$ cat src/cw_pkg.sv
package cw_pkg;

   localparam int IO_LINES = 4;                    // target io lines on the rear header
   localparam int ROUTE_BYTES = 8;                 // bytes in the routing register

   typedef logic [5:0] reg_addr_t;                 // register bus address
   typedef logic [7:0] reg_byte_t;                 // one bus data byte
   typedef logic [6:0] bytecnt_t;                  // byte index in a multi-byte register
   typedef logic [IO_LINES-1:0] io_vec_t;          // one bit per target io line
   typedef logic [ROUTE_BYTES*8-1:0] route_t;      // whole routing register

   typedef enum logic [1:0] {
      PWR_OFF,                                     // power off or no soft start pending
      PWR_RAMP,                                    // pwm soft start running
      PWR_ON                                       // soft start done
   } power_state_t;

   localparam reg_addr_t ADDR_TRIGSRC = 6'd39;     // external trigger source
   localparam reg_addr_t ADDR_TRIGMOD = 6'd40;     // trigger module select
   localparam reg_addr_t ADDR_IOROUTE = 6'd55;     // 8 byte routing block
   localparam reg_addr_t ADDR_IOREAD  = 6'd59;     // pad snapshot, read only

   localparam reg_byte_t TRIGSRC_RESET = 8'b0010_0000;          // line 4 only, or mode
   localparam route_t    IOROUTE_RESET = 64'h0000_0000_0000_0201; // gpio1 tx, gpio2 rx

   localparam int BYTE_GPIO1  = 0;
   localparam int BYTE_GPIO2  = 1;
   localparam int BYTE_GPIO3  = 2;
   localparam int BYTE_GPIO4  = 3;
   localparam int BYTE_GLITCH = 4;                 // glitch enables, storage only
   localparam int BYTE_EXTRA  = 5;                 // avr prog and target power
   localparam int BYTE_XGPIO  = 6;                 // nrst, pdid, pdic pins

   localparam int GP_TX   = 0;                     // drive line from uart tx
   localparam int GP_RX   = 1;                     // line feeds uart rx
   localparam int GP_USIO = 2;                     // drive line from usi out
   localparam int GP_USII = 3;                     // line feeds usi in
   localparam int GP_USOC = 4;                     // usi out open collector, line 3
   localparam int GP_TXO  = 5;                     // uart tx open collector, line 3
   localparam int GP_VAL  = 6;                     // static gpio level
   localparam int GP_EN   = 7;                     // static gpio enable

   localparam int EX_AVRPROG   = 0;
   localparam int EX_PWROFF    = 1;                // 1 = target power off
   localparam int EX_FASTSTART = 2;                // 1 = skip pwm soft start

   localparam int TRIGSRC_LINE0 = 2;               // enable bit of trigger line 1
   localparam int TRIGSRC_MODE  = 6;               // lsb of combine mode field

   localparam logic [1:0] COMB_OR   = 2'b00;
   localparam logic [1:0] COMB_AND  = 2'b01;
   localparam logic [1:0] COMB_NAND = 2'b10;

   localparam logic [2:0] TMOD_EXT     = 3'b000;   // combined external lines
   localparam logic [2:0] TMOD_ADVIO   = 3'b001;
   localparam logic [2:0] TMOD_ANAPAT  = 3'b010;
   localparam logic [2:0] TMOD_DECODED = 3'b011;

endpackage

$ cat src/cw_cfg_if.sv
`timescale 1ns/1ps

interface cw_cfg_if;
   import cw_pkg::*;

   reg_byte_t trigsrc;                             // trigger source enables and mode
   reg_byte_t trigmod;                             // trigger module select
   route_t    route;                               // gpio, extra and xgpio routing

   modport regs (
      output trigsrc,
      output trigmod,
      output route
   );

   modport trig (
      input trigsrc,
      input trigmod
   );

   modport io (
      input route
   );

   modport pwr (
      input route
   );

endinterface

$ cat src/cw_io_router.sv
`timescale 1ns/1ps

module cw_io_router (
   cw_cfg_if.io            cfg,
   input  logic            io_highz,
   input  logic            uart_tx_i,
   input  logic            usi_out_i,
   input  cw_pkg::io_vec_t targetio_i,
   output cw_pkg::io_vec_t targetio_o,
   output cw_pkg::io_vec_t targetio_oe_o,
   output logic            uart_rx_o,
   output logic            usi_in_o,
   output logic            enable_avrprog_o,
   output logic            enable_output_nrst_o,
   output logic            output_nrst_o,
   output logic            enable_output_pdid_o,
   output logic            output_pdid_o,
   output logic            enable_output_pdic_o,
   output logic            output_pdic_o
);
   import cw_pkg::*;

   reg_byte_t gp [IO_LINES];                       // per line routing byte
   reg_byte_t extra;
   reg_byte_t xgpio;

   assign gp[0] = cfg.route[BYTE_GPIO1*8 +: 8];
   assign gp[1] = cfg.route[BYTE_GPIO2*8 +: 8];
   assign gp[2] = cfg.route[BYTE_GPIO3*8 +: 8];
   assign gp[3] = cfg.route[BYTE_GPIO4*8 +: 8];
   assign extra = cfg.route[BYTE_EXTRA*8 +: 8];
   assign xgpio = cfg.route[BYTE_XGPIO*8 +: 8];

   // {oe, out} of one line, first set bit wins
   function automatic logic [1:0] line_drive(reg_byte_t g, logic tx, logic uso,
                                             logic has_usio, logic has_oc);
      logic [1:0] drv;
      if (g[GP_TX]) drv = {1'b1, tx};
      else if (has_usio && g[GP_USIO]) drv = {1'b1, uso};
      else if (has_oc && g[GP_USOC]) drv = {~uso, 1'b0};  // pull low only
      else if (has_oc && g[GP_TXO]) drv = {~tx, 1'b0};
      else if (g[GP_EN]) drv = {1'b1, g[GP_VAL]};          // static level
      else drv = 2'b00;                                    // not driven
      return drv;
   endfunction

   always_comb begin
      logic [1:0] drv;
      for (int i = 0; i < IO_LINES; i++) begin
         drv = line_drive(gp[i], uart_tx_i, usi_out_i, i < 3, i == 2);
         targetio_o[i]    = drv[0];
         targetio_oe_o[i] = drv[1] & ~io_highz;   // all off while unpowered
      end
   end

   // input steering, lowest line written last so it wins
   always_comb begin
      uart_rx_o = 1'b1;                            // idle high
      for (int i = IO_LINES - 1; i >= 0; i--) begin
         if (gp[i][GP_RX]) uart_rx_o = targetio_i[i];
      end
      usi_in_o = 1'b1;
      for (int i = 2; i >= 0; i--) begin           // lines 1 to 3 only
         if (gp[i][GP_USII]) usi_in_o = targetio_i[i];
      end
   end

   assign enable_avrprog_o     = extra[EX_AVRPROG];
   assign enable_output_nrst_o = xgpio[0];
   assign output_nrst_o        = xgpio[1];
   assign enable_output_pdid_o = xgpio[2];
   assign output_pdid_o        = xgpio[3];
   assign enable_output_pdic_o = xgpio[4];
   assign output_pdic_o        = xgpio[5];

endmodule

$ cat src/cw_reg_file.sv
`timescale 1ns/1ps

module cw_reg_file (
   input  logic              clk_usb,
   input  logic              reset,
   input  cw_pkg::reg_addr_t reg_address_i,
   input  cw_pkg::bytecnt_t  reg_bytecnt_i,
   input  cw_pkg::reg_byte_t reg_datai_i,
   input  logic              reg_read_i,
   input  logic              reg_write_i,
   input  cw_pkg::io_vec_t   targetio_i,
   output cw_pkg::reg_byte_t reg_datao_o,
   cw_cfg_if.regs            cfg
);
   import cw_pkg::*;

   reg_byte_t   trigsrc_q;                         // trigger source byte
   reg_byte_t   trigmod_q;                         // trigger module byte
   route_t      route_q;                           // routing bytes 0..7
   io_vec_t     ioread_q;                          // pad snapshot
   logic [2:0]  byte_sel;                          // routing byte within range
   logic        byte_ok;                           // bytecnt below ROUTE_BYTES
   logic [5:0]  byte_lsb;                          // bit offset of selected byte

   assign byte_sel = reg_bytecnt_i[2:0];
   assign byte_ok  = reg_bytecnt_i < ROUTE_BYTES;
   assign byte_lsb = {byte_sel, 3'b000};

   // configuration to the function blocks
   assign cfg.trigsrc = trigsrc_q;
   assign cfg.trigmod = trigmod_q;
   assign cfg.route   = route_q;

   // bus writes, effective next cycle
   always_ff @(posedge clk_usb) begin
      if (reset) begin
         trigsrc_q <= TRIGSRC_RESET;
         trigmod_q <= '0;                          // external trigger path
         route_q   <= IOROUTE_RESET;
      end else if (reg_write_i) begin
         case (reg_address_i)
            ADDR_TRIGSRC: trigsrc_q <= reg_datai_i;
            ADDR_TRIGMOD: trigmod_q <= reg_datai_i;
            ADDR_IOROUTE: begin
               if (byte_ok) begin
                  route_q[byte_lsb +: 8] <= reg_datai_i;   // one routing byte
               end
            end
            default: ;                             // read only or unmapped
         endcase
      end
   end

   // pads sampled every cycle
   always_ff @(posedge clk_usb) begin
      if (reset) begin
         ioread_q <= '0;
      end else begin
         ioread_q <= targetio_i;
      end
   end

   // registered read data, zero when not reading
   always_ff @(posedge clk_usb) begin
      if (reset) begin
         reg_datao_o <= '0;
      end else if (reg_read_i) begin
         case (reg_address_i)
            ADDR_TRIGSRC: reg_datao_o <= trigsrc_q;
            ADDR_TRIGMOD: reg_datao_o <= trigmod_q;
            ADDR_IOROUTE: begin
               if (byte_ok) begin
                  reg_datao_o <= route_q[byte_lsb +: 8];
               end else begin
                  reg_datao_o <= '0;               // byte 8 and up reads as 0
               end
            end
            ADDR_IOREAD: reg_datao_o <= {4'b0000, ioread_q};
            default: reg_datao_o <= '0;            // unknown address
         endcase
      end else begin
         reg_datao_o <= '0;
      end
   end

endmodule

$ cat src/cw_target_ctrl.sv
`timescale 1ns/1ps

module cw_target_ctrl #(
   parameter int PWM_W        = 11,                // soft start pwm width
   parameter int PWM_ON_COUNT = 1400,              // off phase per pwm period
   parameter int STEP_W       = 14                 // soft start period count width
) (
   input  logic              clk_usb,
   input  logic              reset,
   input  cw_pkg::reg_addr_t reg_address_i,
   input  cw_pkg::bytecnt_t  reg_bytecnt_i,
   input  cw_pkg::reg_byte_t reg_datai_i,
   input  logic              reg_read_i,
   input  logic              reg_write_i,
   input  cw_pkg::io_vec_t   trigger_io_i,
   input  logic              trigger_advio_i,
   input  logic              trigger_decodedio_i,
   input  logic              trigger_anapattern_i,
   input  logic              uart_tx_i,
   input  logic              usi_out_i,
   input  cw_pkg::io_vec_t   targetio_i,
   output cw_pkg::reg_byte_t reg_datao_o,
   output logic              trigger_o,
   output logic              trigger_ext_o,
   output logic              led_auxi_o,
   output logic              led_auxo_o,
   output cw_pkg::io_vec_t   targetio_o,
   output cw_pkg::io_vec_t   targetio_oe_o,
   output logic              uart_rx_o,
   output logic              usi_in_o,
   output logic              enable_avrprog_o,
   output logic              enable_output_nrst_o,
   output logic              output_nrst_o,
   output logic              enable_output_pdid_o,
   output logic              output_pdid_o,
   output logic              enable_output_pdic_o,
   output logic              output_pdic_o,
   output logic              targetpower_off_o
);

   logic io_highz;                                 // target unpowered, pads released

   cw_cfg_if cfg_i ();                             // shared configuration

   cw_reg_file reg_file_i (
      .clk_usb       (clk_usb),
      .reset         (reset),
      .reg_address_i (reg_address_i),
      .reg_bytecnt_i (reg_bytecnt_i),
      .reg_datai_i   (reg_datai_i),
      .reg_read_i    (reg_read_i),
      .reg_write_i   (reg_write_i),
      .targetio_i    (targetio_i),
      .reg_datao_o   (reg_datao_o),
      .cfg           (cfg_i.regs)
   );

   cw_trigger_mux trigger_mux_i (
      .cfg                  (cfg_i.trig),
      .trigger_io_i         (trigger_io_i),
      .trigger_advio_i      (trigger_advio_i),
      .trigger_decodedio_i  (trigger_decodedio_i),
      .trigger_anapattern_i (trigger_anapattern_i),
      .trigger_o            (trigger_o),
      .trigger_ext_o        (trigger_ext_o),
      .led_auxi_o           (led_auxi_o),
      .led_auxo_o           (led_auxo_o)
   );

   cw_io_router io_router_i (
      .cfg                  (cfg_i.io),
      .io_highz             (io_highz),
      .uart_tx_i            (uart_tx_i),
      .usi_out_i            (usi_out_i),
      .targetio_i           (targetio_i),
      .targetio_o           (targetio_o),
      .targetio_oe_o        (targetio_oe_o),
      .uart_rx_o            (uart_rx_o),
      .usi_in_o             (usi_in_o),
      .enable_avrprog_o     (enable_avrprog_o),
      .enable_output_nrst_o (enable_output_nrst_o),
      .output_nrst_o        (output_nrst_o),
      .enable_output_pdid_o (enable_output_pdid_o),
      .output_pdid_o        (output_pdid_o),
      .enable_output_pdic_o (enable_output_pdic_o),
      .output_pdic_o        (output_pdic_o)
   );

   cw_target_power #(
      .PWM_W        (PWM_W),
      .PWM_ON_COUNT (PWM_ON_COUNT),
      .STEP_W       (STEP_W)
   ) target_power_i (
      .clk_usb           (clk_usb),
      .reset             (reset),
      .cfg               (cfg_i.pwr),
      .targetpower_off_o (targetpower_off_o),
      .io_highz          (io_highz)
   );

endmodule

$ cat src/cw_target_power.sv
`timescale 1ns/1ps

module cw_target_power #(
   parameter int PWM_W        = 11,
   parameter int PWM_ON_COUNT = 1400,
   parameter int STEP_W       = 14
) (
   input  logic   clk_usb,
   input  logic   reset,
   cw_cfg_if.pwr  cfg,
   output logic   targetpower_off_o,
   output logic   io_highz
);
   import cw_pkg::*;

   logic              off_q;                       // registered power-off bit
   logic              off_prev_q;                  // for switch-on edge
   logic              fast_start;
   logic [PWM_W-1:0]  pwm_cnt;                     // position in pwm period
   logic [STEP_W-1:0] step_cnt;                    // pwm periods done
   power_state_t      state;

   assign fast_start = cfg.route[BYTE_EXTRA*8 + EX_FASTSTART];

   always_ff @(posedge clk_usb) begin
      if (reset) begin
         off_q      <= 1'b0;
         off_prev_q <= 1'b0;
         state      <= PWR_OFF;
         pwm_cnt    <= '0;
         step_cnt   <= '0;
      end else begin
         off_q      <= cfg.route[BYTE_EXTRA*8 + EX_PWROFF];
         off_prev_q <= off_q;
         pwm_cnt    <= (state == PWR_RAMP) ? pwm_cnt + 1'b1 : '0;   // runs only in ramp
         if (off_q) begin
            state    <= PWR_OFF;
            step_cnt <= '0;
         end else begin
            case (state)
               PWR_OFF: if (off_prev_q) state <= PWR_RAMP;          // switched on
               PWR_RAMP: begin
                  if (&pwm_cnt) begin
                     step_cnt <= step_cnt + 1'b1;
                     if (&step_cnt) state <= PWR_ON;                // last period done
                  end
               end
               default: state <= PWR_ON;
            endcase
         end
      end
   end

   // off during the early part of each period, and always once the off bit is in
   assign targetpower_off_o = off_q |
                              (state == PWR_RAMP && !fast_start && pwm_cnt < PWM_ON_COUNT);
   assign io_highz = off_q;

endmodule

$ cat src/cw_trigger_mux.sv
`timescale 1ns/1ps

module cw_trigger_mux (
   cw_cfg_if.trig          cfg,
   input  cw_pkg::io_vec_t trigger_io_i,
   input  logic            trigger_advio_i,
   input  logic            trigger_decodedio_i,
   input  logic            trigger_anapattern_i,
   output logic            trigger_o,
   output logic            trigger_ext_o,
   output logic            led_auxi_o,
   output logic            led_auxo_o
);
   import cw_pkg::*;

   io_vec_t line_en;                               // per line source enable
   logic    trig_or;                               // 0 with no line enabled
   logic    trig_and;                              // 1 with no line enabled

   assign line_en  = cfg.trigsrc[TRIGSRC_LINE0 +: IO_LINES];
   assign trig_or  = |(line_en & trigger_io_i);
   assign trig_and = &(~line_en | trigger_io_i);   // disabled lines count as 1

   always_comb begin
      case (cfg.trigsrc[TRIGSRC_MODE +: 2])
         COMB_OR:   trigger_ext_o = trig_or;
         COMB_AND:  trigger_ext_o = trig_and;
         COMB_NAND: trigger_ext_o = ~trig_and;
         default:   trigger_ext_o = 1'b0;          // fourth mode unused
      endcase
   end

   // capture trigger select
   always_comb begin
      case (cfg.trigmod[2:0])
         TMOD_EXT:     trigger_o = trigger_ext_o;
         TMOD_ADVIO:   trigger_o = trigger_advio_i;
         TMOD_ANAPAT:  trigger_o = trigger_anapattern_i;
         TMOD_DECODED: trigger_o = trigger_decodedio_i;
         default:      trigger_o = 1'b0;
      endcase
   end

   assign led_auxi_o = cfg.trigsrc[0];             // front panel a source bit
   assign led_auxo_o = cfg.trigmod[3];             // trigger out to front panel

endmodule

$ cat config.mk
export PLATFORM = sky130hd
export DESIGN_NAME = cw_target_ctrl
export DESIGN_NICKNAME = d
export VERILOG_FILES = /design/src/cw_pkg.sv /design/src/cw_cfg_if.sv /design/src/cw_io_router.sv /design/src/cw_reg_file.sv /design/src/cw_target_ctrl.sv /design/src/cw_target_power.sv /design/src/cw_trigger_mux.sv
export SDC_FILE = /design/constraint.sdc
export NUM_CORES = 1
export LEC_CHECK = 0
export ABC_AREA = 0
export BUFFER_PORTS_ARGS = -buffer_cell sky130_fd_sc_hd__buf_4
export CAP_MARGIN = 20
export CORE_MARGIN = 5
export CORE_UTILIZATION = 45
export CTS_CLUSTER_DIAMETER = 60
export DETAILED_ROUTE_END_ITERATION = 8
export PLACE_DENSITY_LB_ADDON = 0.08
export SYNTH_ARGS = -nofsm -noshare
export SYNTH_HDL_FRONTEND = slang
export SYNTH_SLANG_ARGS = --single-unit
export TNS_END_PERCENT = 50
$ cat constraint.sdc
create_clock -name clk_usb -period 5.5 [get_ports clk_usb]
set_clock_uncertainty 0.05 [all_clocks]
set_input_delay 0.55 -clock clk_usb [delete_from_list [all_inputs] [get_ports clk_usb]]
set_output_delay 0.55 -clock clk_usb [all_outputs]
set_load 0.01 [all_outputs]
-- Yosys cells after proc, flatten, opt, wreduce, memory -nomap -nowiden
Index checks and enable logic that the tools add are counted.
- add/subtract/negate cells: 3
- magnitude comparators: 2
- equality and inequality tests: 13
- shifts and indexed selects: 3
- mux-type cells: 29
- bitwise operators: 14
- reductions and logical operators: 18
- operators by type and width (cell ; number):
    64-bit bitwise mux ; 1
    8-bit by 8-bit variable shift with 64-bit output, first input constant ; 1
    64-bit by 7-bit variable part select with 8-bit output ; 1
    8-bit by 8-bit variable part select with 64-bit output ; 1
    2-bit 2-to-1 mux ; 16
    8-bit one-hot mux with 4 select lines ; 1
    6-bit == test, second input constant ; 4
    14-bit by 1-bit adder with 14-bit output, second input constant ; 1
    14-bit AND reduction ; 1
    12-bit AND reduction ; 1
    11-bit by 1-bit adder with 11-bit output, second input constant ; 1
    11-bit less-than comparator, second input constant ; 1
    11-bit AND reduction ; 1
    8-bit 2-to-1 mux ; 1
    6-bit negation with 8-bit output ; 1
    7-bit by 4-bit less-than comparator with 1-bit output, second input constant ; 1
    1-bit 2-to-1 mux ; 7
    3-bit by 2-bit == test with 1-bit output, second input constant ; 2
    1-bit NOT ; 6
    3-bit AND reduction ; 2
    2-bit OR reduction ; 3
    1-bit bitwise AND ; 4
    4-bit bitwise AND ; 1
    2-bit by 1-bit == test with 1-bit output, second input constant ; 2
    17 further kinds ; 21
- flip-flop bits (word level): 121
- input port bits: 38
- output and inout bits: 30

-- Logic depth before layout (Yosys ltp)
- word-level depth: 6
- gate-level depth with buffers: 10
- mapped depth without buffers: 7

-- Hierarchy
From an unflattened synthesis, not the netlist that was laid out.
- cells, all modules: 622
- area, all modules: 5854.4 um^2
- by module, submodules not included (module ; instances ; cells each ; area each (um^2)):
    cw_reg_file ; 1 ; 399 ; 4088.9
    cw_target_power ; 1 ; 158 ; 1376.3
    cw_io_router ; 1 ; 45 ; 250.2
    cw_trigger_mux ; 1 ; 20 ; 138.9

-- Worst setup path before layout
OpenSTA, ideal clock, no wires.
- path kind: input to register
- start point: in reg_bytecnt_i[2]
- end point: reg reg_file_i.route_q[0], in the netlist reg_file_i.cfg.route[0]
- data arrival time: 2508 ps
- path slack: 2805 ps
- stages on the path: 10
- buffers on the path: 4
- cells stage by stage: clkbuf_1 -> buf_2 -> inv_1 -> ha_1 -> clkbuf_1 -> nor2_1 -> nand4_1 -> or3_1 -> clkbuf_1 -> mux2i_1
- cells in the longest elaborated chain, start to end: 3
- elaborated cells between the ends (all ways): 6
- those cells by class: 1 x add/sub; 1 x order compare; 2 x shift; 1 x mux; 1 x reduce/logical
- RTL lines (what ; line ; RTL):
    start: declaration ; cw_target_ctrl.sv:11 ; input cw_pkg::bytecnt_t reg_bytecnt_i,
    6-bit negation with 8-bit output ; cw_reg_file.sv:46 ; route_q[byte_lsb +: 8] <= reg_datai_i;
    8-bit by 8-bit variable part select with 64-bit output / 8-bit by 8-bit variable shift with 64-bit output (equally long branches) ; cw_reg_file.sv:46 ;
    64-bit bitwise mux ; cw_reg_file.sv:46 ;
    end signal: indexed assignment ; cw_reg_file.sv:46 ;
    end: declaration ; cw_reg_file.sv:19 ; route_t route_q;
Parallel ways exist; a longest one is shown, timed or not.
A chain may end at the register's enable or synchronous reset.

-- Worst setup path in the final report
- start point: reg reg_file_i.trigsrc_q[5], in the netlist reg_file_i.cfg.trigsrc[5]
- end point: out trigger_o
- cells in the longest elaborated chain, start to end: 6
- elaborated cells between the ends (all ways): 8
- those cells by class: 2 x mux; 4 x bitwise; 2 x reduce/logical
- RTL lines (what ; line ; RTL):
    start: declaration ; cw_reg_file.sv:17 ; reg_byte_t trigsrc_q;
    start signal: assignment ; cw_reg_file.sv:42 ; ADDR_TRIGSRC: trigsrc_q <= reg_datai_i;
    4-bit NOT ; cw_trigger_mux.sv:22 ; assign trig_and = &(~line_en | trigger_io_i);
    4-bit bitwise OR ; cw_trigger_mux.sv:22 ;
    4-bit AND reduction ; cw_trigger_mux.sv:22 ;
    1-bit NOT ; cw_trigger_mux.sv:28 ; COMB_NAND: trigger_ext_o = ~trig_and;
    1-bit one-hot mux with 3 select lines (*) ; cw_trigger_mux.sv:25 ; case (cfg.trigsrc[TRIGSRC_MODE +: 2])
    1-bit one-hot mux with 4 select lines (*) ; cw_trigger_mux.sv:35 ; case (cfg.trigmod[2:0])
    end: declaration ; cw_target_ctrl.sv:23 ; output logic trigger_o,
Every way passes the cells marked *; elsewhere a longest branch is shown, timed or not.

==> results.txt <==
- The run finished with clean final reports.
* Final Cycle Share: 46.4%
- Antenna violations before repair: 0
* CTS Buffer Depth: 2
- The startpoint identified for the worst hold timing path is targetio_i[3].
- Of the total synthesized cell area, the portion taken by AND, OR, NAND and NOR gates is 23.5%.
* Layout overhead on the synthesized area: 20.9%
- Worst setup SP type: register
- Post-Synthesis Mean Instance Area: 9.67 um2
- Leakage power: 0.00293 uW
* Filler Cell Count: 1114
- Pin count of the biggest net entering global routing: 102
- The synthesized netlist devotes 1.05% of its cell area to XOR and XNOR gates.
- In the synthesized netlist, the number of instances is 606.
- Cts hold-fix bufs: 0
- In this run switching power makes up 20.4% of total power.
* Routed Antenna Nets: 0
- Adder-cell area share of the yosys netlist: 0.854%
* Async set or reset register ratio after synthesis: 0%
- Sequential fraction of design power: 39.4%
- At the pin with the least slew margin, the transition time is 1.00 ns.
- TritonCTS built the clock tree.
* Maximum operating frequency: 392 MHz
* Number of violations of the max-capacitance limit: 0
- Die width: 124 um
- Setup-violating endpoint count in the final report: 0
- Setup repair after global routing missed its margin: false
- Of the post-synthesis cell area, the part taken by muxes is 20.4%.
* Drt via density: 5.70
- Count of antenna diodes in the layout: 0
- In this run the tool buffered the top-level ports with 67 buffer cells.
- Yosys printed 0 warnings.
* Worst reg2reg path endpoint: target_power_i.step_cnt[9]$_SDFFE_PP0P_
* Via count of the first global-routing pass: 4525
- Count of final hold-check violations: 0
* Effective utilization at floorplan: 46.2%
- Main combinational cell family by area after synthesis: simple AND/OR/NAND/NOR gates
* Worst-Skew Late Latency: 0.41 ns
- Switching Power: 456 uW
* Cell area power density: 315 nW/um2
- Category of the most critical setup path: register to output port
- Die height: 124 um
- Setup slack on the worst reg-to-reg path comes out at 3.33 ns.
- After synthesis, flip-flops and latches occupy 41.3% of the total area.
- The pre-antenna-repair detailed-routing pass consisted of 5 iterations.
- Summing internal, switching and leakage power gives 2230 uW.
- Gates resized during post-CTS repair numbered 0.
* Clock H-tree levels: 4
- Clock tree synthesis inserted a total of 17 buffers.
* Clock share of power: 56.0%
- STA classifies the critical path endpoint as an output port.
- Internal Dissipation: 1780 uW
- In the global route stage, overall resource usage came out at 20.7%.
- Time the final worst path needs with I/O delays and setup: 2.55 ns
- # nets final: 698
- Total clock sinks: 121
* Dominant register cell in the synthesized netlist: dfxtp_1
* DRC violation total after the first TritonRoute iteration: 470
* Total wire length: 15.3 mm
- In this run the worst hold path is classified as input port to register.
- Total nets after synthesis: 648
- The die covers 15400 um2.
- Distinct cell type count of the synthesized netlist: 57
* Flip-flop and latch count after synthesis: 121
* Worst max-slew margin expressed relative to the limit: 32.8%
- Cells fill 55.9% of the core in the end.
- Fraction of final layout cells with drive strength greater than 1: 20.9%
* Post-CTS setup-driven buffer insertion count: 0
* Critical path required time: 4.90 ns
- Number of max-slew violations in the final report: 0
* Post-DR wirelength/cell: 18.2 um
- Origin of the critical flop-to-flop path: target_power_i.pwm_cnt[2]$_SDFF_PP0_
- Site Rows: 41
- Overflow left after global routing: 0
* Maximum VDD drop: 0.000184 V
- Setup_tns: 0 ns
- Number of flops mapped to enable cells by yosys: 0
- Worst Reg2Reg Path Length in Cells: 4
- 68 I/O pins were placed.
- The HPWL after detailed placement is 10.7 mm.
- Data arrival time of the worst path: 1.95 ns
- Detailed-route via count: 4793
- Global-route wire length before repair: 24.2 mm
* Cell area after synthesis: 5860 um2
- The congestion estimate from routability-driven global placement came to 0.876.
- The cell sitting at the root of the clock tree is a clkbuf_16.
- Clock edge transition at the registers on the reported setup and hold paths: 0.06 ns
- In the routed design, unresolved DRC markers number 0.
- Post-synthesis compound-gate area fraction: 9.05%
* Biggest fanout along the worst timing path: 4
- Part of the total power dissipated in combinational logic: 4.5%
- The core region is 12700 um2.
- End of the worst hold path: reg_file_i.ioread_q[3]$_SDFF_PP0_
- The worst hold path was traced through 2 stages.
layer usage:
layer | global-route usage [%] | up-vias | wire length (um)
met3 | 4.63 | 17 | 1050
met5 | 0 | - | 0
met4 | 8.08 | 0 | 197
met1 | 29.4 | 2309 | 7170
met2 | 30.4 | 171 | 6890
li1 | - | 2296 | -
placed cells by master, fill, tap and decap left out, drive strengths merged, types with 5 or more instances in the layout:
| cell | netlist | layout |
|---|---|---|
| dfxtp | 121 | 121 |
| nor2 | 47 | 47 |
| nor2b | 9 | 9 |
| nand4 | 12 | 12 |
| a222oi | 8 | 8 |
| nor3b | 5 | 5 |
| o31ai | 7 | 7 |
| xnor2 | 5 | 5 |
| nor4 | 5 | 5 |
| nor3 | 10 | 10 |
| bufinv | 0 | 5 |
| a21oi | 36 | 36 |
| nand2 | 30 | 30 |
| or3 | 11 | 11 |
| inv | 13 | 13 |
| clkbuf | 23 | 22 |
| buf | 13 | 68 |
| mux2i | 73 | 73 |
| o21ai | 11 | 11 |
| mux2 | 9 | 9 |
| nand3 | 22 | 22 |
| nand2b | 71 | 71 |
| or4 | 9 | 9 |
| a211oi | 6 | 6 |
| mux4 | 16 | 16 |
final cells by class:
| type | instances | area (um2) | share of cell area [%] |
|---|---|---|---|
| Multi-Input combinational cell | 435 | 3210 | 45.4 |
| Sequential cell | 121 | 2420 | 34.2 |
| Timing Repair Buffer | 68 | 510 | 7.21 |
| Clock buffer | 22 | 484 | 6.84 |
| Tap cell | 172 | 215 | 3.04 |
| Clock inverter | 10 | 189 | 2.67 |
| Inverter | 13 | 48.8 | 0.689 |
flip-flops by register name, indices dropped and copies added, names as in the netlist:
register / flops
reg_file_i.cfg.trigmod: 8
reg_file_i.ioread_q: 4
target_power_i.state: 2
reg_file_i.reg_datao_o: 8
target_power_i.io_highz: 1
target_power_i.off_prev_q: 1
target_power_i.pwm_cnt: 11
reg_file_i.cfg.route: 64
reg_file_i.cfg.trigsrc: 8
target_power_i.step_cnt: 14
worst max path at each step:
stage                                                       from  cells after the start                                    end  slack [ns]
after floorplan                                 reg_bytecnt_i[2]                     10   reg_file_i.cfg.route[0]$_SDFFE_PP1P_        2.81
final                     reg_file_i.cfg.trigsrc[5]$_SDFFE_PP1P_                      5                              trigger_o        2.95
after global routing      reg_file_i.cfg.trigsrc[5]$_SDFFE_PP1P_                      5                              trigger_o        2.88
after CTS                 reg_file_i.cfg.trigsrc[5]$_SDFFE_PP1P_                      5                              trigger_o        2.93
after detailed placement                        reg_bytecnt_i[0]                      7  reg_file_i.cfg.route[55]$_SDFFE_PP0P_        2.64
after global placement                          reg_bytecnt_i[0]                      7  reg_file_i.cfg.route[55]$_SDFFE_PP0P_        2.70
Yosys cell counts, types with 7 or more instances:
cell type | n | area (um2)
o21ai_0 | 10 | 50.1
or4_1 | 9 | 67.6
nor2_1 | 47 | 176
a222oi_1 | 8 | 80.1
clkbuf_1 | 21 | 78.8
o31ai_1 | 7 | 52.6
buf_2 | 7 | 35.0
mux2_2 | 9 | 101
nor3_1 | 9 | 45.0
nand4_1 | 10 | 62.6
dfxtp_1 | 121 | 2420
mux2i_1 | 73 | 731
nand2b_1 | 71 | 444
or3_1 | 8 | 50.1
nand3_1 | 19 | 95.1
a21oi_1 | 36 | 180
mux4_2 | 16 | 360
nand2_1 | 30 | 113
nor2b_1 | 9 | 56.3
inv_1 | 12 | 45.0
power by group through the flow:
stage	Combinational (uW)	Sequential, uW	Clock, uW
6_report	101	880	1250
5_1_grt	109	880	1310
4_1_cts	101	880	1270
3_5_place_dp	100	899	0
3_3_place_gp	98.7	899	0
2_1_floorplan	56.9	898	0
critical path, stage by stage, from the launching register on:
cell and delay, ns:
dfxtp_1 0.34, nor2b_1 0.15, or4_1 0.57, o2111ai_1 0.21
a221oi_1 0.12, buf_4 0.16
per-stage QoR:
step           hold WS, ns  instance area [um2]  worst slack [ns]  std cells
6_report             0.321                 7080              2.95        841
5_1_grt              0.326                 7080              2.88        841
4_1_cts              0.299                 7080              2.93        841
3_5_place_dp         0.396                 6410              2.64        809
3_3_place_gp         0.381                 6410              2.70        809
2_1_floorplan        0.368                 5860              2.81        606
cell families (layout without fill, tap and decap cells):
group,after synthesis,count (layout)
fa+ha+maj,4,4
mux,98,98
compound gates,82,82
xor+xnor,7,7
buf+inv,50,113
simple gates,244,244
flops,121,121
No activity file was read; power rests on OpenSTA's default activity.
